--- src/common/aq_pkg.sv ---
package aq_pkg;

    ////////////////////
    // Bus widths
    ////////////////////
    localparam int unsigned data_width     = 8;
    localparam int unsigned bus_addr_width = 16;

    ////////////////////
    // On-chip RAM
    ////////////////////
    localparam int unsigned ram_addr_width = 11;                  // 2 KB per RAM
    localparam int unsigned ram_depth      = 1 << ram_addr_width;

    // Upper five address bits of each RAM window
    localparam logic [4:0] vram_base_hi   = 5'b00110;             // 3000h-37FFh
    localparam logic [4:0] sysram_base_hi = 5'b00111;             // 3800h-3FFFh

    ////////////////////
    // I/O ports
    ////////////////////
    localparam logic [7:0] io_cassette      = 8'hFC;
    localparam logic [7:0] io_cpm           = 8'hFD;              // Write only
    localparam logic [7:0] io_printer       = 8'hFE;
    localparam logic [7:0] io_keyb_scramble = 8'hFF;              // Keys on read

    // Strobe and SPI pin synchronizer length
    localparam int unsigned strobe_sync_depth = 3;

    ////////////////////
    // Key matrix over SPI
    ////////////////////
    localparam logic [7:0]  spi_cmd_keys = 8'h10;
    localparam int unsigned key_bytes    = 8;                     // Matrix rows
    localparam int unsigned key_bits     = key_bytes * data_width;

    // Byte counter covers command, rows and an overrun
    localparam int unsigned spi_count_width = $clog2(key_bytes + 2);
    localparam logic [spi_count_width-1:0] spi_frame_bytes =
        spi_count_width'(key_bytes + 1);

endpackage

--- src/source/spi_keys.sv ---
`timescale 1ns/1ps

module spi_keys (
    input  logic                        sysclk,
    input  logic                        reset,
    input  logic                        esp_cs_n,
    input  logic                        esp_sclk,
    input  logic                        esp_mosi,
    output logic [aq_pkg::key_bits-1:0] keys
);

    localparam int unsigned sync_msb = aq_pkg::strobe_sync_depth - 1;

    logic [sync_msb:0]                     cs_sync;
    logic [sync_msb:0]                     sclk_sync;
    logic [sync_msb:0]                     mosi_sync;
    logic                                  cs_idle;
    logic                                  cs_rise;
    logic                                  sclk_rise;
    logic [2:0]                            bit_cnt;
    logic [aq_pkg::spi_count_width-1:0]    byte_cnt;
    logic                                  cmd_ok;
    logic                                  byte_done;
    logic [6:0]                            shift_reg;
    logic [aq_pkg::data_width-1:0]         rx_byte;
    logic [aq_pkg::key_bits-1:0]           staged;

    ////////////////////
    // Pin sync
    ////////////////////
    always_ff @(posedge sysclk or posedge reset) begin
        if (reset) begin
            cs_sync   <= '1;
            sclk_sync <= '0;
            mosi_sync <= '0;
        end else begin
            cs_sync   <= {cs_sync[sync_msb-1:0], esp_cs_n};
            sclk_sync <= {sclk_sync[sync_msb-1:0], esp_sclk};
            mosi_sync <= {mosi_sync[sync_msb-1:0], esp_mosi};
        end
    end

    assign cs_idle   = cs_sync[sync_msb];
    assign cs_rise   = cs_sync[sync_msb-1] && !cs_sync[sync_msb];
    assign sclk_rise = sclk_sync[sync_msb-1] && !sclk_sync[sync_msb];

    // MSB first, last bit taken straight from the sync
    assign rx_byte   = {shift_reg, mosi_sync[sync_msb]};
    assign byte_done = sclk_rise && !cs_idle && bit_cnt == 3'd7;

    ////////////////////
    // Frame control
    ////////////////////
    always_ff @(posedge sysclk or posedge reset) begin
        if (reset) begin
            bit_cnt  <= '0;
            byte_cnt <= '0;
            cmd_ok   <= 1'b0;
            keys     <= '1;                          // Nothing pressed
        end else begin
            if (cs_idle) begin                       // Abort or end of frame
                bit_cnt  <= '0;
                byte_cnt <= '0;
                cmd_ok   <= 1'b0;
            end else if (sclk_rise) begin
                bit_cnt <= bit_cnt + 3'd1;
                if (byte_done && byte_cnt != '1) begin   // Saturates on long frames
                    byte_cnt <= byte_cnt + aq_pkg::spi_count_width'(1);
                end
                if (byte_done && byte_cnt == '0) begin
                    cmd_ok <= rx_byte == aq_pkg::spi_cmd_keys;
                end
            end
            // Commit only a complete key frame
            if (cs_rise && cmd_ok && byte_cnt == aq_pkg::spi_frame_bytes) begin
                keys <= staged;
            end
        end
    end

    // Rows shift down so the first data byte ends up as row 0
    always_ff @(posedge sysclk) begin
        if (sclk_rise) begin
            shift_reg <= rx_byte[6:0];
        end
        if (byte_done && cmd_ok && byte_cnt != '0) begin
            staged <= {rx_byte, staged[aq_pkg::key_bits-1:aq_pkg::data_width]};
        end
    end

endmodule
--- config.mk ---
export PLATFORM = sky130hd
export DESIGN_NAME = spi_keys
export DESIGN_NICKNAME = d
export VERILOG_FILES = /design/src/common/aq_pkg.sv /design/src/source/spi_keys.sv
export SDC_FILE = /design/constraint.sdc
export NUM_CORES = 1
export LEC_CHECK = 0
export ABC_AREA = 1
export ABC_CLOCK_PERIOD_IN_PS = 12900
export BUFFER_PORTS_ARGS = -buffer_cell sky130_fd_sc_hd__buf_2
export CAP_MARGIN = 40
export CORE_MARGIN = 5
export CORE_UTILIZATION = 55
export DETAILED_ROUTE_END_ITERATION = 8
export GPL_TIMING_DRIVEN = 1
export PLACE_DENSITY = 0.76
export SLEW_MARGIN = 5
export SYNTH_ARGS = -nofsm -noshare
export SYNTH_HDL_FRONTEND = slang
export SYNTH_SLANG_ARGS = --single-unit
--- constraint.sdc ---
create_clock -name sysclk -period 12.9 [get_ports sysclk]
set_clock_uncertainty 0.05 [all_clocks]
set_input_delay 0 -clock sysclk [delete_from_list [all_inputs] [get_ports sysclk]]
set_output_delay 0 -clock sysclk [all_outputs]
set_load 0.02 [all_outputs]
After elaboration in Yosys (flattened, before gate mapping)
Index checks and enable logic that the tools add are counted.

cells by class
  $add $sub $neg = 2
  equal/unequal tests = 4
  mux-type cells = 8
  reductions and logical operators = 19

operator list
  operator                                                                count
  4-bit two-way mux                                                       3
  1-bit logical AND                                                       10
  8-bit by 5-bit equality test with 1-bit output (second input constant)  1
  3-bit two-way mux                                                       2
  2-bit nonzero test                                                      3
  4-bit by 1-bit adder with 4-bit output (second input constant)          1
  4-bit equality test (second input constant)                             1
  4-bit logical NOT                                                       1
  4-bit inequality test (second input constant)                           1
  2-bit AND reduction                                                     2
  4-bit nonzero test                                                      1
  3-bit by 1-bit adder with 3-bit output (second input constant)          1
  3-bit equality test (second input constant)                             1
  1-bit two-way mux                                                       3
  1-bit logical NOT                                                       2

storage, ports and cells
  register bits after elaboration = 152
  input port bits = 5
  output and inout bits = 64

Longest topological paths before layout
  depth in word-level cells = 8
  mapped depth = 9

Worst setup path before layout
Ideal clock, no wire load.

  path type = reg-to-reg
  start point = reg bit_cnt[0]
  end point = reg staged[0] (netlist name) (enable)
  library setup time = 487 ps
  data arrival time = 3,598 ps
  data required time = 12,363 ps
  path slack = 8,765 ps
  cell stages (with the launch flop) = 7
  path buffers = 0
  period minus slack after synthesis = 4,135 ps
  path through = dfrtp_1 ha_1 ha_1 inv_1 nor2_1 nand2_1 nor2_1

between the ends
  word-level cells in the longest chain between the ends = 4

RTL lines
  element                         line            text
  start, declared                 spi_keys.sv:20  logic [2:0] bit_cnt;
  start signal, assigned          spi_keys.sv:66  bit_cnt <= bit_cnt + 3'd1;
  3-bit equality test             spi_keys.sv:49  assign byte_done = sclk_rise && !cs_idle && bit_cnt == 3'd7;
  1-bit logical AND               spi_keys.sv:49
  1-bit logical AND (2 in a row)  spi_keys.sv:86  if (byte_done && cmd_ok && byte_cnt != '0) begin
  end signal, assigned            spi_keys.sv:87  staged <= {rx_byte, staged[aq_pkg::key_bits-1:aq_pkg::data_width]};
  end, declared                   spi_keys.sv:26  logic [aq_pkg::key_bits-1:0] staged;

No other way between the ends.
A chain may end at the register's enable or synchronous reset.

Worst setup path after layout
  start point = reg cs_sync[2]
  end point = reg keys[9] (netlist name)

between the ends
  word-level cells in the longest chain between the ends = 4

RTL lines
  element                         line            text
  start, declared                 spi_keys.sv:14  logic [sync_msb:0] cs_sync;
  start signal, assigned          spi_keys.sv:37  cs_sync <= {cs_sync[sync_msb-1:0], esp_cs_n};
  1-bit logical NOT               spi_keys.sv:44  assign cs_rise = cs_sync[sync_msb-1] && !cs_sync[sync_msb];
  1-bit logical AND               spi_keys.sv:44
  1-bit logical AND (2 in a row)  spi_keys.sv:75  if (cs_rise && cmd_ok && byte_cnt == aq_pkg::spi_frame_bytes) begin
  end signal, assigned            spi_keys.sv:76  keys <= staged;
  end, declared                   spi_keys.sv:9   output logic [aq_pkg::key_bits-1:0] keys

No other way between the ends.

==> reports/qor.yml <==
ys_seq_area_share_pct: 73.07
ant_nets: 0
clock_path_buffers: 2
htreeDepth: 4
fin_total_pwr_w: 0.001007
yosys.area_share.simple_pct: 7.972
wirelength_um: 9138
hp-class: "in -> async"
switchingPower_w: 0.0002073
clk_pin_slew_ns: 0.06
place_area_mm2: 0.006212
netlist_area_mm2: 0.005807
hold_violations: 0
worstSetupEndpointType: "register"
synth.net_count: 439
setup_viol: 0
synth_compound_area_share_pct: 9.998
initial_core_util_pct: 56.25
path_class: "reg -> reg"
stdcell_area_mm2: 0.006845
rsz0062_at_grt: "no"
die_h_um: 112.8
slew_viol_final: 0
cts_tree: "built"
die-area_mm2: 0.01271
combPwrFrac_pct: 1.0
area_delta_synth_final_pct: 17.88
synth_ff_type: "edfxtp_1"
cts_root_buffer: "clkbuf_8"
fin_tns_setup_ns: 0
dr.pass1.iters: 4
worst_ep_required_time_ns: 13.28
track_usage_pct: 15.78
clkPwrFrac_pct: 48.1
yosys-top-cells-count: "83 x nand2_1, 74 x inv_1, 71 x edfxtp_1"
avgSynthCellArea_um2: 13.54
layout-drive-gt1-share_pct: 45.79
synth.largest_area_cell: "edfxtp_1"
drc_errors: 0
dp_hpwl_um: 5900
post_cts_resized: 0
p_sw_share_pct: 20.60
grt_antenna_before_repair: 0
outcome: "complete, no violations"
fin_crit_sh_pct: 20.31
synth_most_common_cell: "nand2_1"
numCtsBuffers: 17
num_rows: 37
seq_power_share_pct: 50.9
cp_max_fo: 76
core_mm2: 0.01032
synth_area_leaders: "edfxtp_1 37%, dfstp_2 30%, o21ai_2 9.7%"
synth_cells: 429
vdd_drop_max_mv: 0.08286
ios: 69
via_per_inst: 4.824
cp-startpoint: "cs_sync[2]"
p_leak_nw: 2.997
power.density_mw_per_mm2: 147.1
synth-seq-cells: 152
critPathArrivalTime_ns: 3.00
fin_crit_ns: 2.620
grt_first_pass_wirelength_um: 15840
whs_ns: 0.02919
synth_adder_area_share_pct: 1.077
clock_sinks: 152
max_slew_margin_pct: 39.16
overflow: 0
insertion_delay_ns: 0.51
finalNetCount: 519
diodes: 0
wl_per_cell_um: 13.89
cp-start-kind: "register"
p_int_w: 0.0007993
synth_mux_area_share_pct: 0
synth_edf_count: 71
drv_cap: 0
vias: 3174
die_w_um: 112.8
drtIter0Drc: 227
synth-async-reset-ratio_pct: 53.29
tightest_slew_ns: 0.9125
port_buffers: 68
synth_top_area_share_pct: 36.72
ys_types: 19
fmax_mhz: 381.7
dp.cells: 622
gp_congestion: 0.7297
grt_max_degree: 77
synth_warnings: 0
r2r_start: "cs_sync[2]"
synth_top_family_by_area: "compound AO/OA/AOI/OAI gates"
grt_pass1_vias: 3314
instances_no_fill: 658
synthXorXnorAreaFrac_pct: 0.1508
[power groups by stage]
stage                       logic, W  registers, W  clock network [W]
after floorplan           0.00000587      0.000520                  0
after global placement    0.00000866      0.000521                  0
after detailed placement   0.0000100      0.000521                  0
after CTS                  0.0000109      0.000512           0.000497
after global routing       0.0000123      0.000512           0.000519
final                      0.0000104      0.000512           0.000484
[layout by cell type (no fill, tap or decap), types with 5 or more instances in the layout]
cell type,n
o21ai_2,64
nand2_1,83
inv_1,73
ha_1,5
dfrtp_1,14
dfstp_2,67
edfxtp_1,71
nand3_1,14
buf_2,68
clkbuf_16,16
nor2_1,11
[worst paths after layout]
kind,to,slack (ns),cells past startpoint
setup / recovery,keys[9],10.28,5
hold / removal,byte_cnt[1],0.03,4
setup reg to reg,keys[9],10.28,5
hold reg to reg,mosi_sync[1],0.30,0
max in group asynchronous,keys[48],12.13,5
min in group sysclk,cs_sync[0],0.07,2
[per-stage QoR]
stage               util, %  setup WS (ns)
finish                66.31          10.28
global route          66.31          10.07
CTS                   66.31          10.28
detailed placement    60.17          10.29
global placement      59.91          10.39
floorplan                 -          8.765
[cell families (layout without fill, tap and decap cells)]
kind of cell / Yosys count / count (layout)
buffers and inverters: 89 / 182
AOI/OAI and AO/OA: 68 / 68
xor gates and xnor gates: 1 / 1
DFF: 152 / 152
adders and majority gates: 5 / 5
and+or+nand+nor: 114 / 114
[critical path: stages, from the launching register on]
cell	delay, ns
dfstp_2	0.55
inv_1	0.17
nand3_4	0.58
buf_4	0.82
nand2_1	0.18
o21ai_2	0.11
[metal layers]
metal / vias up / track usage [%] / share of wire [%]
met4: 0 / 5.048 / 1.2
met1: 1544 / 20.24 / 43
met5: - / 0 / 0
met2: 70 / 25.63 / 51
met3: 10 / 5.187 / 5.3
li1: 1550 / - / -
[final cells by class]
class / count / area, µm²
Clock buffer: 18 / 427.9
Tap cell: 136 / 170.2
Clock inverter: 14 / 165.2
Sequential cell: 152 / 4243
Inverter: 74 / 279.0
Multi-Input combinational cell: 188 / 1130
Fill cell: 729 / 3478
Timing Repair Buffer: 76 / 430.4
[what timing repair did]
action / CTS / global route
endpoints found under the hold margin: 27 / 0
hold buffers: 4 / 0
buffers inserted: 0 / 0
(Power assumes the default switching activity.)
