## src/common/aq_pkg.sv

```systemverilog
package aq_pkg;

    ////////////////////
    // Bus widths
    ////////////////////
    localparam int unsigned data_width     = 8;
    localparam int unsigned bus_addr_width = 16;

    ////////////////////
    // On-chip RAM
    ////////////////////
    localparam int unsigned ram_addr_width = 11;                  // 2 KB per RAM
    localparam int unsigned ram_depth      = 1 << ram_addr_width;

    // Upper five address bits of each RAM window
    localparam logic [4:0] vram_base_hi   = 5'b00110;             // 3000h-37FFh
    localparam logic [4:0] sysram_base_hi = 5'b00111;             // 3800h-3FFFh

    ////////////////////
    // I/O ports
    ////////////////////
    localparam logic [7:0] io_cassette      = 8'hFC;
    localparam logic [7:0] io_cpm           = 8'hFD;              // Write only
    localparam logic [7:0] io_printer       = 8'hFE;
    localparam logic [7:0] io_keyb_scramble = 8'hFF;              // Keys on read

    // Strobe and SPI pin synchronizer length
    localparam int unsigned strobe_sync_depth = 3;

    ////////////////////
    // Key matrix over SPI
    ////////////////////
    localparam logic [7:0]  spi_cmd_keys = 8'h10;
    localparam int unsigned key_bytes    = 8;                     // Matrix rows
    localparam int unsigned key_bits     = key_bytes * data_width;

    // Byte counter covers command, rows and an overrun
    localparam int unsigned spi_count_width = $clog2(key_bytes + 2);
    localparam logic [spi_count_width-1:0] spi_frame_bytes =
        spi_count_width'(key_bytes + 1);

endpackage

```

## src/common/io_if.sv

```systemverilog
`timescale 1ns/1ps

interface io_if;

    logic                              iorq;     // I/O request level
    logic [aq_pkg::bus_addr_width-1:0] addr;     // Port in low byte, rows in high
    logic [aq_pkg::data_width-1:0]     wrdata;
    logic                              write;    // Single-cycle pulse
    logic [aq_pkg::data_width-1:0]     rddata;
    logic                              hit;      // Port is readable here

    modport bus (
        output iorq, addr, wrdata, write,
        input  rddata, hit
    );

    modport regs (
        input  iorq, addr, wrdata, write,
        output rddata, hit
    );

endinterface

```

## src/bus/io_regs.sv

```systemverilog
`timescale 1ns/1ps

module io_regs (
    input  logic                          sysclk,
    input  logic                          reset,
    input  logic                          cassette_in,
    input  logic                          printer_in,
    input  logic [aq_pkg::key_bits-1:0]   keys,        // Low means pressed
    output logic                          cassette_out,
    output logic                          printer_out,
    output logic                          cpm_remap,
    output logic [aq_pkg::data_width-1:0] scramble,
    io_if.regs                            io
);

    logic [7:0]                    port;
    logic                          sel_cassette;
    logic                          sel_cpm;
    logic                          sel_printer;
    logic                          sel_keyb;
    logic [aq_pkg::data_width-1:0] keyb_data;

    assign port = io.addr[7:0];

    assign sel_cassette = io.iorq && port == aq_pkg::io_cassette;
    assign sel_cpm      = io.iorq && port == aq_pkg::io_cpm;
    assign sel_printer  = io.iorq && port == aq_pkg::io_printer;
    assign sel_keyb     = io.iorq && port == aq_pkg::io_keyb_scramble;

    ////////////////////
    // Write registers
    ////////////////////
    always_ff @(posedge sysclk or posedge reset) begin
        if (reset) begin
            cassette_out <= 1'b0;
            cpm_remap    <= 1'b0;
            printer_out  <= 1'b0;
            scramble     <= '0;
        end else if (io.write) begin
            if (sel_cassette) cassette_out <= io.wrdata[0];
            if (sel_cpm)      cpm_remap    <= io.wrdata[0];
            if (sel_printer)  printer_out  <= io.wrdata[0];
            if (sel_keyb)     scramble     <= io.wrdata;
        end
    end

    // Each low bit of A15-A8 selects one row, rows are ANDed
    always_comb begin
        keyb_data = '1;
        for (int i = 0; i < aq_pkg::key_bytes; i++) begin
            if (!io.addr[8 + i]) begin
                keyb_data &= keys[aq_pkg::data_width * i +: aq_pkg::data_width];
            end
        end
    end

    ////////////////////
    // Read side
    ////////////////////
    always_comb begin
        io.rddata = '0;
        if (sel_cassette) io.rddata = {7'b0, cassette_in};
        if (sel_printer)  io.rddata = {7'b0, printer_in};
        if (sel_keyb)     io.rddata = keyb_data;
    end

    assign io.hit = sel_cassette || sel_printer || sel_keyb;   // FDh is not readable

endmodule

```

## src/flat_wrapper.sv

```systemverilog
// flat-port wrapper written by rule: the top's interface ports become plain ports
module io_regs_flat 
  (sysclk, reset, cassette_in, printer_in, keys, cassette_out, printer_out, cpm_remap, scramble, io_iorq, io_addr, io_wrdata, io_write, io_rddata, io_hit);
  io_if io_i ();
  input  logic sysclk;
  input  logic reset;
  input  logic cassette_in;
  input  logic printer_in;
  input  logic [aq_pkg::key_bits-1:0] keys;
  output logic cassette_out;
  output logic printer_out;
  output logic cpm_remap;
  output logic [aq_pkg::data_width-1:0] scramble;
  input wire logic [$bits(io_i.iorq)-1:0] io_iorq;
  input wire logic [$bits(io_i.addr)-1:0] io_addr;
  input wire logic [$bits(io_i.wrdata)-1:0] io_wrdata;
  input wire logic [$bits(io_i.write)-1:0] io_write;
  output wire logic [$bits(io_i.rddata)-1:0] io_rddata;
  output wire logic [$bits(io_i.hit)-1:0] io_hit;
  assign io_i.iorq = io_iorq;
  assign io_i.addr = io_addr;
  assign io_i.wrdata = io_wrdata;
  assign io_i.write = io_write;
  assign io_rddata = io_i.rddata;
  assign io_hit = io_i.hit;
  io_regs u_core (.sysclk(sysclk), .reset(reset), .cassette_in(cassette_in), .printer_in(printer_in), .keys(keys), .cassette_out(cassette_out), .printer_out(printer_out), .cpm_remap(cpm_remap), .scramble(scramble), .io(io_i));
endmodule
```

## config.mk

```make
export PLATFORM = sky130hd
export DESIGN_NAME = io_regs_flat
export DESIGN_NICKNAME = d
export VERILOG_FILES = /design/src/common/aq_pkg.sv /design/src/common/io_if.sv /design/src/bus/io_regs.sv /design/src/flat_wrapper.sv
export SDC_FILE = /design/constraint.sdc
export NUM_CORES = 1
export LEC_CHECK = 0
export BUFFER_PORTS_ARGS = -buffer_cell sky130_fd_sc_hd__buf_2
export CELL_PAD_IN_SITES_DETAIL_PLACEMENT = 0
export CELL_PAD_IN_SITES_GLOBAL_PLACEMENT = 1
export CORE_MARGIN = 3
export CORE_UTILIZATION = 21
export DETAILED_ROUTE_END_ITERATION = 8
export GPL_TIMING_DRIVEN = 0
export PLACE_DENSITY_LB_ADDON = 0.1
export SLEW_MARGIN = 0
export SYNTH_ARGS = -nofsm -noshare
export SYNTH_HDL_FRONTEND = slang
export SYNTH_SLANG_ARGS = --single-unit
```

## constraint.sdc

```tcl
create_clock -name sysclk -period 3 [get_ports sysclk]
set_clock_uncertainty 0.2 [all_clocks]
set_input_delay 0.6 -clock sysclk [delete_from_list [all_inputs] [get_ports sysclk]]
set_output_delay 0.6 -clock sysclk [all_outputs]
set_load 0.1 [all_outputs]
```

# Yosys cells after proc, flatten, opt, wreduce, memory -nomap -nowiden
# Index checks and enable logic that the tools add are counted.
classes:
  n_eq_ne: 4
  n_mux: 11
  n_bitwise: 7
  n_reduce_logical: 10
ops:
  columns: ["op", "count"]
  rows:
  - ["8-bit two-way mux", 9]
  - ["8-bit bitwise AND", 7]
  - ["8-bit equality test (second input constant)", 4]
  - ["2-bit AND reduction", 4]
  - ["1-bit logical AND", 4]
  - ["1-bit logical OR", 2]
  - ["1-bit two-way mux", 2]
totals:
  ff_bits: 11
  wordCells: 36

# Longest topological paths before layout
depth:
  ltp_word: 16
  depth_mapped: 4
  mapped_depth_nobuf: 3

# Least setup slack after synthesis
# OpenSTA, ideal clock, no wires.
synth_timing:
  path_type: "input to output"
  startpoint: "input io_addr[5]"
  endpoint: "output io_rddata[0]"
  t_arrival_ns: 2.282
  setup_slack_ns: -0.082
  path_stages: 3
  path_buffers: 0
  path_cell_list: "nand4_1 -> nor4_1 -> a32o_1"
synth_between:
  elab_chain_len: 5
  elab_cells_between_ends: 9
synth_rtl:
  columns: ["element", "line", "rtl"]
  rows:
  - ["start, declared", "flat_wrapper.sv:15", "input wire logic [$bits(io_i.addr)-1:0] io_addr;"]
  - ["8-bit equality test", "io_regs.sv:25", "assign sel_cassette = io.iorq && port == aq_pkg::io_cassette;"]
  - ["1-bit logical AND", "io_regs.sv:25", null]
  - ["1-bit two-way mux", "io_regs.sv:62", "if (sel_cassette) io.rddata = {7'b0, cassette_in};"]
  - ["1-bit two-way mux", "io_regs.sv:63", "if (sel_printer) io.rddata = {7'b0, printer_in};"]
  - ["8-bit two-way mux (*)", "io_regs.sv:64", "if (sel_keyb) io.rddata = keyb_data;"]
  - ["end, declared", "flat_wrapper.sv:18", "output wire logic [$bits(io_i.rddata)-1:0] io_rddata;"]
# Mark *: on every way between the ends. The rest lies on a longest branch, timed or not.

# Final worst setup path
layout_timing:
  startpoint: "input io_addr[5]"
  endpoint: "output io_rddata[4]"
layout_between:
  elab_chain_len: 3
layout_rtl:
  columns: ["element", "line", "rtl"]
  rows:
  - ["8-bit equality test", "io_regs.sv:28", "assign sel_keyb = io.iorq && port == aq_pkg::io_keyb_scramble;"]
  - ["1-bit logical AND", "io_regs.sv:28", null]
  - ["8-bit two-way mux", "io_regs.sv:64", null]
# No other way between the ends.

==> summary.txt <==
Place
  – Port bufs: 105
  – Inst Count DP: 247
  – Cell Area, Placed: 1470 um2
  – DP Worst Slack: -0.178 ns
  – Final Wtd Congestion: 0.780

CTS
  – Post-CTS Hold Buffers: 0
  – CTS buffer count: 3
  – Clock net sink count: 11
  – CTS root buf: clkbuf_8
  – CTS tree: built
  – CTS max path bufs: 2
  – H-tree levels: 1
  – Clk Latency, worst-skew pair: 0.23 ns
  – Clk slew on worst S/H paths: 0.05 ns

Global route
  – Largest net degree at the start of global routing: 12
  – First-pass GRT wire length: 6390 um
  – Met1 Usage GRT: 0.194
  – GRT met3 Usage: 0.0417
  – Number of global-route vias before repair: 1,335
  – Total congestion overflow: 0
  – Initial antenna violation count: 0
  – Grt met2 use: 0.277
  – GRT Total Usage: 0.157
  – Busiest grt layer: met2

Synthesis
  – Yosys top cell by area: dfrtp_1
  – Post-synthesis instance area: 870 um2
  – Ys Warns: 0
  – Main flop type after synthesis: dfrtp_1
  – Netlist cell types: 17
  – Post-synth EDFFs: 0
  – Top area cells in the synthesized netlist: dfrtp_1, o22ai_1, mux2_4
  – Seq cells post-synth: 11
  – Register area share after synthesis: 0.317
  – Post-Synthesis Net Count: 188
  – Synth top area share: 0.317
  – Asr flop ratio synth: 1.00
  – Most instantiated library cell after synthesis: o22ai_1
  – Gate Count Post-Synth: 94
  – Commonest cells post-synth: o22ai_1, nor4_1, dfrtp_1
  – Mean Syn Cell Area: 9.25 um2

Worst setup path
  – Crit. End Element: primary output
  – Crit path largest cell delay: 0.42 ns
  – Crit path max fanout: 9
  – Critical path data arrival time: 2.05 ns
  – Startpoint types: input pin
  – Crit path kind: in -> out
  – Most Frequent Cell on Critical Path: buf_2
  – Cell breakdown of the critical path: buf_2, nand4_1, nor4_4, buf_4, and2_2, buf_2
  – Worst path slowest cell: buf_2
  – Required time of the critical path: 2.20 ns

Final layout
  – Final instance area: 1530 um2
  – Area grow syn2layout: 76.3%
  – Fin cells: 252
  – Final antenna diode count: 0
  – Register area: 275 um2
  – Nets@finish: 299
  – Share of layout cells above drive strength 1: 0.652
  – Fillers: 408
  – Area occupied by multi-input gates: 571 um2

STA
  – Share of the clock period used by the worst path: 0.949
  – Fin crit period: 2.85 ns
  – F_max: 0.351 GHz
  – Final setup fails: 0
  – Final WS setup: 0.153 ns
  – Slew Viols, Final: 0
  – Max-slew headroom: 0.673
  – Least-Margin Pin Slew: 0.494 ns
  – RSZ-0062 raised after global routing: false
  – Final hold viol count: 0
  – Setup TNS: 0 ns
  – Hold WS: 0.146 ns

Routing
  – Drt drc: 0
  – DR WL/cell: 15.8 um
  – DRT Pass-1 Iters: 5
  – First-iteration detailed-routing DRC count: 32
  – Via count: 1,247
  – Antenna viol nets, final: 0
  – Drt via density: 4.95
  – DRT Wirelength: 3970 um

Floorplan
  – CORE AREA: 3830 um2
  – IO Count: 114
  – Initial Utilization: 0.227
  – Rows: 22
  – Die H: 70.4 um
  – Die ar.: 4950 um2
  – Die Wd: 70.4 um

Pwr
  – Internal power: 314 uW
  – Clock Power Share: 0.321
  – Pwr per Cell Area: 297 nW/um2
  – Combinational Power Share: 0.339
  – Sequential share of power: 0.340
  – Switching share of total power: 0.310
  – Net Sw Power: 141 uW
  – LEAKAGE: 0.000853 uW
  – VDD IR max: 0.269 mV

Worst hold path
  – Hold Path Class: in -> async

Status
  – Outcome: complete, no violations

Run
  – Max-cap violations: 0
layout by cell type (no fill, tap or decap):
cell | Yosys | routed
nor3_1 | 1 | 1
inv_1 | 2 | 2
o22ai_1 | 32 | 32
dfrtp_1 | 11 | 11
or4_4 | 1 | 1
a21o_2 | 1 | 1
nand3_1 | 1 | 1
buf_4 | 0 | 1
nand4_1 | 1 | 1
clkbuf_1 | 8 | 9
mux2_4 | 8 | 8
and2_2 | 0 | 7
buf_6 | 1 | 1
mux2_2 | 4 | 4
buf_2 | 0 | 105
clkbuf_8 | 0 | 3
nand3b_1 | 1 | 1
a32o_2 | 0 | 1
nand2_1 | 2 | 2
nor4_4 | 0 | 1
nor4_1 | 12 | 11
flip-flops by register name, indices dropped and copies added (netlist names):
register             cells
u_core.scramble          8
u_core.printer_out       1
u_core.cpm_remap         1
u_core.cassette_out      1
power groups by stage:
stage	Combinational, uW	Sequential, uW	Clock [uW]
final	154	155	146
after CTS	155	155	151
after global placement	150	157	0
after floorplan	49.7	186	0
after detailed placement	154	157	0
after global routing	168	155	161
logic make-up (layout without fill, tap and decap cells):
group                  after synthesis  count (layout)  share of synthesized area
DFF                                 11              11                      0.317
and+or+nand+nor                     26              26                      0.186
muxes                               12              12                      0.190
AOI/OAI and AO/OA                   34              34                      0.252
buffers and inverters               11             121                     0.0561
routing by layer:
metal / vias up / part of all wire
met5: - / 0
met4: 0 / 0.0025
met3: 2 / 0.11
met2: 78 / 0.49
met1: 563 / 0.40
li1: 604 / -
per-stage QoR:
step / power (uW) / util
4_1_cts: 460 / 0.399
2_1_floorplan: 236 / -
6_report: 455 / 0.401
3_3_place_gp: 307 / 0.383
5_1_grt: 484 / 0.401
3_5_place_dp: 311 / 0.385
worst max-delay path, delay by kind of cell:
| kind | cells | cell delay (ns) |
|---|---|---|
| and+or+nand+nor | 3 | 0.75 |
| buffers and inverters | 3 | 0.69 |
repair_timing:
item                       CTS  global route
setup endpoints to repair    9             9
pin swaps                    0             1
resized for setup            1             0
setup buffers                0             1
area by class of cell:
type | instances | share of cell area
Multi-Input combinational cell | 72 | 0.372
Timing Repair Buffer | 106 | 0.348
Tap cell | 48 | 0.0392
Clock buffer | 4 | 0.0294
Buffer | 9 | 0.0269
Inverter | 2 | 0.00490
Sequential cell | 11 | 0.180
worst paths after layout:
path / start / to / slack, ns / cells past startpoint
max: io_addr[5] / io_rddata[4] / 0.15 / 6
max in group asynchronous: reset / u_core.scramble[0]$_DFFE_PP0P_ / 2.16 / 2
min in group sysclk: u_core.scramble[1]$_DFFE_PP0P_ / u_core.scramble[1]$_DFFE_PP0P_ / 0.31 / 1
min: reset / u_core.scramble[5]$_DFFE_PP0P_ / 0.15 / 2
min reg2reg: u_core.scramble[1]$_DFFE_PP0P_ / u_core.scramble[1]$_DFFE_PP0P_ / 0.31 / 1
max reg2reg: u_core.scramble[4]$_DFFE_PP0P_ / u_core.scramble[4]$_DFFE_PP0P_ / 2.02 / 1
(Power assumes the default switching activity.)
