[config.mk]
export PLATFORM = sky130hd
export DESIGN_NAME = bus_interface_flat
export DESIGN_NICKNAME = d
export VERILOG_FILES = /design/src/common/aq_pkg.sv /design/src/common/io_if.sv /design/src/common/mem_if.sv /design/src/bus/bus_interface.sv /design/src/flat_wrapper.sv
export SDC_FILE = /design/constraint.sdc
export NUM_CORES = 1
export LEC_CHECK = 0
export BUFFER_PORTS_ARGS = -buffer_cell sky130_fd_sc_hd__buf_2
export CELL_PAD_IN_SITES_DETAIL_PLACEMENT = 0
export CELL_PAD_IN_SITES_GLOBAL_PLACEMENT = 1
export CORE_ASPECT_RATIO = 2
export CORE_MARGIN = 10
export CORE_UTILIZATION = 24
export CTS_BUF_LIST = sky130_fd_sc_hd__clkbuf_16
export CTS_CLUSTER_DIAMETER = 50
export CTS_CLUSTER_SIZE = 25
export DETAILED_ROUTE_END_ITERATION = 10
export PLACE_DENSITY = 0.92
export SYNTH_ARGS = -nofsm -noshare
export SYNTH_HDL_FRONTEND = slang
export SYNTH_SLANG_ARGS = --single-unit
export TNS_END_PERCENT = 5
[constraint.sdc]
create_clock -name sysclk -period 2.3 [get_ports sysclk]
set_input_delay 0.115 -clock sysclk [delete_from_list [all_inputs] [get_ports sysclk]]
set_output_delay 0.115 -clock sysclk [all_outputs]
set_load 0.01 [all_outputs]
[src/common/aq_pkg.sv]
package aq_pkg;

    ////////////////////
    // Bus widths
    ////////////////////
    localparam int unsigned data_width     = 8;
    localparam int unsigned bus_addr_width = 16;

    ////////////////////
    // On-chip RAM
    ////////////////////
    localparam int unsigned ram_addr_width = 11;                  // 2 KB per RAM
    localparam int unsigned ram_depth      = 1 << ram_addr_width;

    // Upper five address bits of each RAM window
    localparam logic [4:0] vram_base_hi   = 5'b00110;             // 3000h-37FFh
    localparam logic [4:0] sysram_base_hi = 5'b00111;             // 3800h-3FFFh

    ////////////////////
    // I/O ports
    ////////////////////
    localparam logic [7:0] io_cassette      = 8'hFC;
    localparam logic [7:0] io_cpm           = 8'hFD;              // Write only
    localparam logic [7:0] io_printer       = 8'hFE;
    localparam logic [7:0] io_keyb_scramble = 8'hFF;              // Keys on read

    // Strobe and SPI pin synchronizer length
    localparam int unsigned strobe_sync_depth = 3;

    ////////////////////
    // Key matrix over SPI
    ////////////////////
    localparam logic [7:0]  spi_cmd_keys = 8'h10;
    localparam int unsigned key_bytes    = 8;                     // Matrix rows
    localparam int unsigned key_bits     = key_bytes * data_width;

    // Byte counter covers command, rows and an overrun
    localparam int unsigned spi_count_width = $clog2(key_bytes + 2);
    localparam logic [spi_count_width-1:0] spi_frame_bytes =
        spi_count_width'(key_bytes + 1);

endpackage

[src/common/io_if.sv]
`timescale 1ns/1ps

interface io_if;

    logic                              iorq;     // I/O request level
    logic [aq_pkg::bus_addr_width-1:0] addr;     // Port in low byte, rows in high
    logic [aq_pkg::data_width-1:0]     wrdata;
    logic                              write;    // Single-cycle pulse
    logic [aq_pkg::data_width-1:0]     rddata;
    logic                              hit;      // Port is readable here

    modport bus (
        output iorq, addr, wrdata, write,
        input  rddata, hit
    );

    modport regs (
        input  iorq, addr, wrdata, write,
        output rddata, hit
    );

endinterface

[src/common/mem_if.sv]
`timescale 1ns/1ps

interface mem_if;

    logic [aq_pkg::ram_addr_width-1:0] addr;
    logic [aq_pkg::data_width-1:0]     wrdata;
    logic                              wren;     // One sysclk per byte
    logic [aq_pkg::data_width-1:0]     rddata;   // Registered in the RAM

    modport host (
        output addr, wrdata, wren,
        input  rddata
    );

    modport ram (
        input  addr, wrdata, wren,
        output rddata
    );

endinterface

[src/bus/bus_interface.sv]
`timescale 1ns/1ps

module bus_interface (
    input  logic                              sysclk,
    input  logic                              reset,
    input  logic [aq_pkg::bus_addr_width-1:0] bus_a,
    input  logic [aq_pkg::data_width-1:0]     bus_d_in,
    input  logic                              bus_rd_n,
    input  logic                              bus_wr_n,
    input  logic                              bus_mreq_n,
    input  logic                              bus_iorq_n,
    output logic [aq_pkg::data_width-1:0]     bus_d_out,
    output logic                              bus_d_oe,
    mem_if.host                               vram,
    mem_if.host                               sysram,
    io_if.bus                                 io
);

    localparam int unsigned sync_msb = aq_pkg::strobe_sync_depth - 1;

    logic [sync_msb:0]               wr_sync;
    logic [sync_msb:0]               rd_sync;
    logic [aq_pkg::data_width-1:0]   wrdata;
    logic                            bus_write;
    logic                            sel_vram;
    logic                            sel_sysram;

    ////////////////////
    // Strobes
    ////////////////////

    // Bit 0 is the newest sample
    always_ff @(posedge sysclk or posedge reset) begin
        if (reset) begin
            wr_sync <= '1;
            rd_sync <= '1;
        end else begin
            wr_sync <= {wr_sync[sync_msb-1:0], bus_wr_n};
            rd_sync <= {rd_sync[sync_msb-1:0], bus_rd_n};
        end
    end

    // Data follows the bus for as long as the write strobe is low
    always_ff @(posedge sysclk) begin
        if (!bus_wr_n) begin
            wrdata <= bus_d_in;
        end
    end

    // Falling edge of the synced write strobe, dropped if a read overlaps
    assign bus_write = wr_sync[sync_msb] && !wr_sync[sync_msb-1] && rd_sync[sync_msb];

    ////////////////////
    // Memory decode
    ////////////////////
    assign sel_vram   = !bus_mreq_n && bus_a[15:11] == aq_pkg::vram_base_hi;
    assign sel_sysram = !bus_mreq_n && bus_a[15:11] == aq_pkg::sysram_base_hi;

    assign vram.addr     = bus_a[aq_pkg::ram_addr_width-1:0];
    assign vram.wrdata   = wrdata;
    assign vram.wren     = sel_vram && bus_write;

    assign sysram.addr   = bus_a[aq_pkg::ram_addr_width-1:0];
    assign sysram.wrdata = wrdata;
    assign sysram.wren   = sel_sysram && bus_write;

    // Port decode lives in io_regs
    assign io.iorq   = !bus_iorq_n;
    assign io.addr   = bus_a;
    assign io.wrdata = wrdata;
    assign io.write  = bus_write;

    ////////////////////
    // Read path
    ////////////////////
    always_comb begin
        if (sel_vram) begin
            bus_d_out = vram.rddata;
        end else if (sel_sysram) begin
            bus_d_out = sysram.rddata;
        end else begin
            bus_d_out = io.rddata;      // Zero unless io_regs decodes the port
        end
    end

    // Drive only while reading something that lives in the FPGA
    assign bus_d_oe = !bus_rd_n && (sel_vram || sel_sysram || io.hit);

endmodule

[src/flat_wrapper.sv]
// flat-port wrapper written by rule: the top's interface ports become plain ports
module bus_interface_flat 
  (sysclk, reset, bus_a, bus_d_in, bus_rd_n, bus_wr_n, bus_mreq_n, bus_iorq_n, bus_d_out, bus_d_oe, vram_addr, vram_wrdata, vram_wren, vram_rddata, sysram_addr, sysram_wrdata, sysram_wren, sysram_rddata, io_iorq, io_addr, io_wrdata, io_write, io_rddata, io_hit);
  mem_if vram_i ();
  mem_if sysram_i ();
  io_if io_i ();
  input  logic sysclk;
  input  logic reset;
  input  logic [aq_pkg::bus_addr_width-1:0] bus_a;
  input  logic [aq_pkg::data_width-1:0] bus_d_in;
  input  logic bus_rd_n;
  input  logic bus_wr_n;
  input  logic bus_mreq_n;
  input  logic bus_iorq_n;
  output logic [aq_pkg::data_width-1:0] bus_d_out;
  output logic bus_d_oe;
  output wire logic [$bits(vram_i.addr)-1:0] vram_addr;
  output wire logic [$bits(vram_i.wrdata)-1:0] vram_wrdata;
  output wire logic [$bits(vram_i.wren)-1:0] vram_wren;
  input wire logic [$bits(vram_i.rddata)-1:0] vram_rddata;
  output wire logic [$bits(sysram_i.addr)-1:0] sysram_addr;
  output wire logic [$bits(sysram_i.wrdata)-1:0] sysram_wrdata;
  output wire logic [$bits(sysram_i.wren)-1:0] sysram_wren;
  input wire logic [$bits(sysram_i.rddata)-1:0] sysram_rddata;
  output wire logic [$bits(io_i.iorq)-1:0] io_iorq;
  output wire logic [$bits(io_i.addr)-1:0] io_addr;
  output wire logic [$bits(io_i.wrdata)-1:0] io_wrdata;
  output wire logic [$bits(io_i.write)-1:0] io_write;
  input wire logic [$bits(io_i.rddata)-1:0] io_rddata;
  input wire logic [$bits(io_i.hit)-1:0] io_hit;
  assign vram_addr = vram_i.addr;
  assign vram_wrdata = vram_i.wrdata;
  assign vram_wren = vram_i.wren;
  assign vram_i.rddata = vram_rddata;
  assign sysram_addr = sysram_i.addr;
  assign sysram_wrdata = sysram_i.wrdata;
  assign sysram_wren = sysram_i.wren;
  assign sysram_i.rddata = sysram_rddata;
  assign io_iorq = io_i.iorq;
  assign io_addr = io_i.addr;
  assign io_wrdata = io_i.wrdata;
  assign io_write = io_i.write;
  assign io_i.rddata = io_rddata;
  assign io_i.hit = io_hit;
  bus_interface u_core (.sysclk(sysclk), .reset(reset), .bus_a(bus_a), .bus_d_in(bus_d_in), .bus_rd_n(bus_rd_n), .bus_wr_n(bus_wr_n), .bus_mreq_n(bus_mreq_n), .bus_iorq_n(bus_iorq_n), .bus_d_out(bus_d_out), .bus_d_oe(bus_d_oe), .vram(vram_i), .sysram(sysram_i), .io(io_i));
endmodule
---- Word-level counts from Yosys, hierarchy flattened ----
Cells that the tools add are included.
cells by class
  equality and inequality tests ........... 2
  muxes and demuxes ....................... 2
  reductions and logical operators ........ 13
operators by type and width
  cell                                            count
  2-to-1 mux 8 bit                                2
  == test 5 x 3 -> 1 bit (second input constant)  2
  logical AND 1 bit                               7
  logical NOT 1 bit                               4
  logical OR 1 bit                                2
word-level totals
  register bits ........................... 14
  bits of input ports ..................... 55
  output and inout bits ................... 75

---- Longest topological paths before layout ----
  depth after elaboration ................. 5
  mapped depth ............................ 4

---- Least setup slack after synthesis ----
No wires, ideal clock.
  path kind ............................... register -> output
  from .................................... reg u_core.rd_sync[2]
  to ...................................... out vram_wren
  arrival time ............................ 0.983 ns
  path slack .............................. 1.202 ns
  stages on the path, launching flop included .. 4
  path buffers ............................ 0
  path through ............................ dfstp_2 -> nand2_1 -> nor2_1 -> and3b_2
on the way
  longest elaborated chain between the ends .. 2
RTL lines
  item                    line                 text
  start, declared         bus_interface.sv:22  logic [sync_msb:0] rd_sync;
  start signal, assigned  bus_interface.sv:39  rd_sync <= {rd_sync[sync_msb-1:0], bus_rd_n};
  logical AND 1 bit       bus_interface.sv:51  assign bus_write = wr_sync[sync_msb] && !wr_sync[sync_msb-1] && rd_sync[sync_msb];
  named net io_write      flat_wrapper.sv:28   output wire logic [$bits(io_i.write)-1:0] io_write;
  logical AND 1 bit       bus_interface.sv:61  assign vram.wren = sel_vram && bus_write;
  end, declared           flat_wrapper.sv:19   output wire logic [$bits(vram_i.wren)-1:0] vram_wren;
The timed path passes the listed nets, and every way through them passes these cells.

---- Worst setup path after layout ----
  from .................................... reg u_core.rd_sync[2]
  to ...................................... out vram_wren
on the way
  longest elaborated chain between the ends .. 2
RTL lines
  item               line
  logical AND 1 bit  bus_interface.sv:51
  logical AND 1 bit  bus_interface.sv:61
No other way between the ends.

==> qor.yml <==
root_buffer: "clkbuf_16"
syn2layout_area_growth_pct: 13.7
vias_per_cell: 3.70
synth.area.top_cells: "buf_4 (36%), edfxtp_1 (21%), mux2_4 (21%)"
gr-max-usage-layer: "met2"
wl_per_cell_um: 14.9
design_area_mm2: 0.00129
final_cell_mix: "buf_2 (85), mux2_4 (16), edfxtp_1 (8)"
insertion_delay_ps: 240
gp_congestion: 0.660
worst-path-max-fanout: 3
cts_made_buffers: 3
grt_pass1_wl_mm: 4.13
post_cts_resized: 0
slew_headroom_pct: 80.4
finalSetupViolCount: 0
dpl-instance-area_mm2: 0.00120
end_kind: "output port"
postSynthAreaPerCell_um2: 11.9
crit_type: "reg2out"
hold_violations: 0
grt_pass1_vias: 827
drt_iter0_drc: 5
p_clk_share_pct: 40.7
drive_above_1_share_pct: 87.0
synthCells: 96
route.vias.total: 689
crit_arrival_ps: 1240
netlist_area_mm2: 0.00114
fin_total_pwr_w: 0.000780
clock_sinks: 14
initial_core_util_pct: 24.8
grt_max_degree: 12
slowest_stage: "dfstp_2"
status: "complete, no violations"
ys_seq_elements: 14
drc: 0
worst_pin_slew_ps: 294
fin_skew_ps: 0.239
fin_crit_sh_pct: 59.0
rsz0062_at_grt: "false"
place_inst: 180
power.density_mw_per_mm2: 602
critPathMaxStageDelay_ps: 510
synth.top_cell.area_share_pct: 35.6
clk_path_buf_depth: 2
p_switching_w: 0.000171
row_count: 35
setup_tns_ps: 0
fill_cells: 504
synth_warnings: 0
gr-usage-met2_pct: 12.8
met1_usage_pct: 5.01
postSynthNetCount: 151
synth_top_area_cell: "buf_4"
hp-class: "in2async"
fin_util_pct: 28.2
wl_mm: 2.78
layout_commonest_cell: "buf_2"
firstDrtPassIters: 2
ant_nets: 0
yosysSeqAreaShare_pct: 34.9
max_cap_violations: 0
dieWidth_um: 68.7
p_leak_nw: 0.690
antenna_found_initial: 0
nNetsFinal: 187
clock.fmax_mhz: 737
p_seq_share_pct: 38.4
diodes: 0
p_int_w: 0.000609
dieArea_mm2: 0.00807
synth.distinct_cells: 13
critical_path_required_ps: 2180
grt-ovfl-total: 0
final_cells: 186
power_frac_comb_pct: 20.8
drv_slew: 0
fin_crit_ps: 1360
die_h_um: 117
crit_chain: "nand2_1 -> nor2_1 -> and3b_2 -> buf_2"
path_clk_slew_ps: 40
cts_tree: "yes"
dp_hpwl_mm: 2.52
grtUsageTotal_pct: 6.49
core_area_mm2: 0.00460
io-pin-count: 130
htree_levels: 1
grt_util_met3_pct: 2.57
swShare_pct: 22.0
cp-start-kind: "flop"
port_buffers: 85
peakVddDrop_mv: 0.741
==> cell families (layout without fill, tap and decap cells) <==
| group | count (synthesis) | count (layout) | share of synthesized area [%] |
|---|---|---|---|
| AND/OR/NAND/NOR | 6 | 6 | 3.74 |
| multiplexers | 16 | 16 | 21.1 |
| AO/OA/AOI/OAI | 1 | 1 | 0.879 |
| buffers and inverters | 59 | 94 | 39.3 |
| flip-flops | 14 | 14 | 34.9 |
==> timing repair <==
item                                   in CTS  in global routing
hold buffers                                2                  0
buffers inserted                            0                  0
endpoints found under the hold margin       2                  0
==> synthesized netlist by cell type <==
cell	number
and3_2	1
and3b_2	1
and4b_4	1
buf_12	1
buf_4	54
buf_6	1
dfstp_2	6
edfxtp_1	8
inv_1	3
mux2_4	16
nand2_1	1
nor2_1	2
o21ba_2	1
==> cell type report <==
cell class                 instances  area (µm²)  share of cell area [%]
sequential                        14         398                    30.7
inverter                           3        11.3                   0.870
multi-input combinational         23         293                    22.6
timing repair buffer              87         445                    34.4
clock buffer                       3        75.1                    5.80
tap                               55        68.8                    5.31
clock inverter                     1        3.75                   0.290
==> power by group through the flow <==
stage          clock network, W  registers (W)  logic [W]
2_1_floorplan                 0       0.000308   0.000163
6_report               0.000318       0.000300   0.000162
4_1_cts                0.000325       0.000301   0.000167
3_5_place_dp                  0       0.000304   0.000164
3_3_place_gp                  0       0.000303   0.000161
5_1_grt                0.000341       0.000303   0.000176
==> flip-flops by register name, indices dropped and copies added (netlist names) <==
register          count
u_core.rd_sync        3
u_core.io.wrdata      8
u_core.wr_sync        3
==> final timing paths <==
check / startpoint / slack [ps] / end / depth (start not counted)
max: u_core.rd_sync[2] / 940 / vram_wren / 4
max reg2reg: u_core.wr_sync[1] / 1720 / u_core.wr_sync[2] / 0
min reg2reg: u_core.wr_sync[0] / 360 / u_core.wr_sync[1] / 0
min: reset / 7 / u_core.wr_sync[2] / 2
max in group asynchronous: reset / 2270 / u_core.wr_sync[1] / 2
min in group sysclk: bus_d_in[4] / 50 / u_core.io.wrdata[4] / 1
==> through the flow <==
stage          hold slack (ps)  setup WS [ps]
2_1_floorplan              114           1200
3_3_place_gp               230           1030
3_5_place_dp               230           1010
4_1_cts                   16.9            922
5_1_grt                   44.2            851
6_report                  6.61            943
==> critical path: cells and delay by family (launching register included) <==
family | cells | cell delay [ps]
DFF | 1 | 510
and+or+nand+nor | 3 | 370
buffers and inverters | 1 | 120
==> per-layer routing <==
metal  part of all wire [%]  up-vias
li1                       -      328
met1                     26      319
met2                     62       33
met3                     10        9
met4                    1.4        0
met5                      0        -
Note: power is estimated with default switching activity, not from simulation.
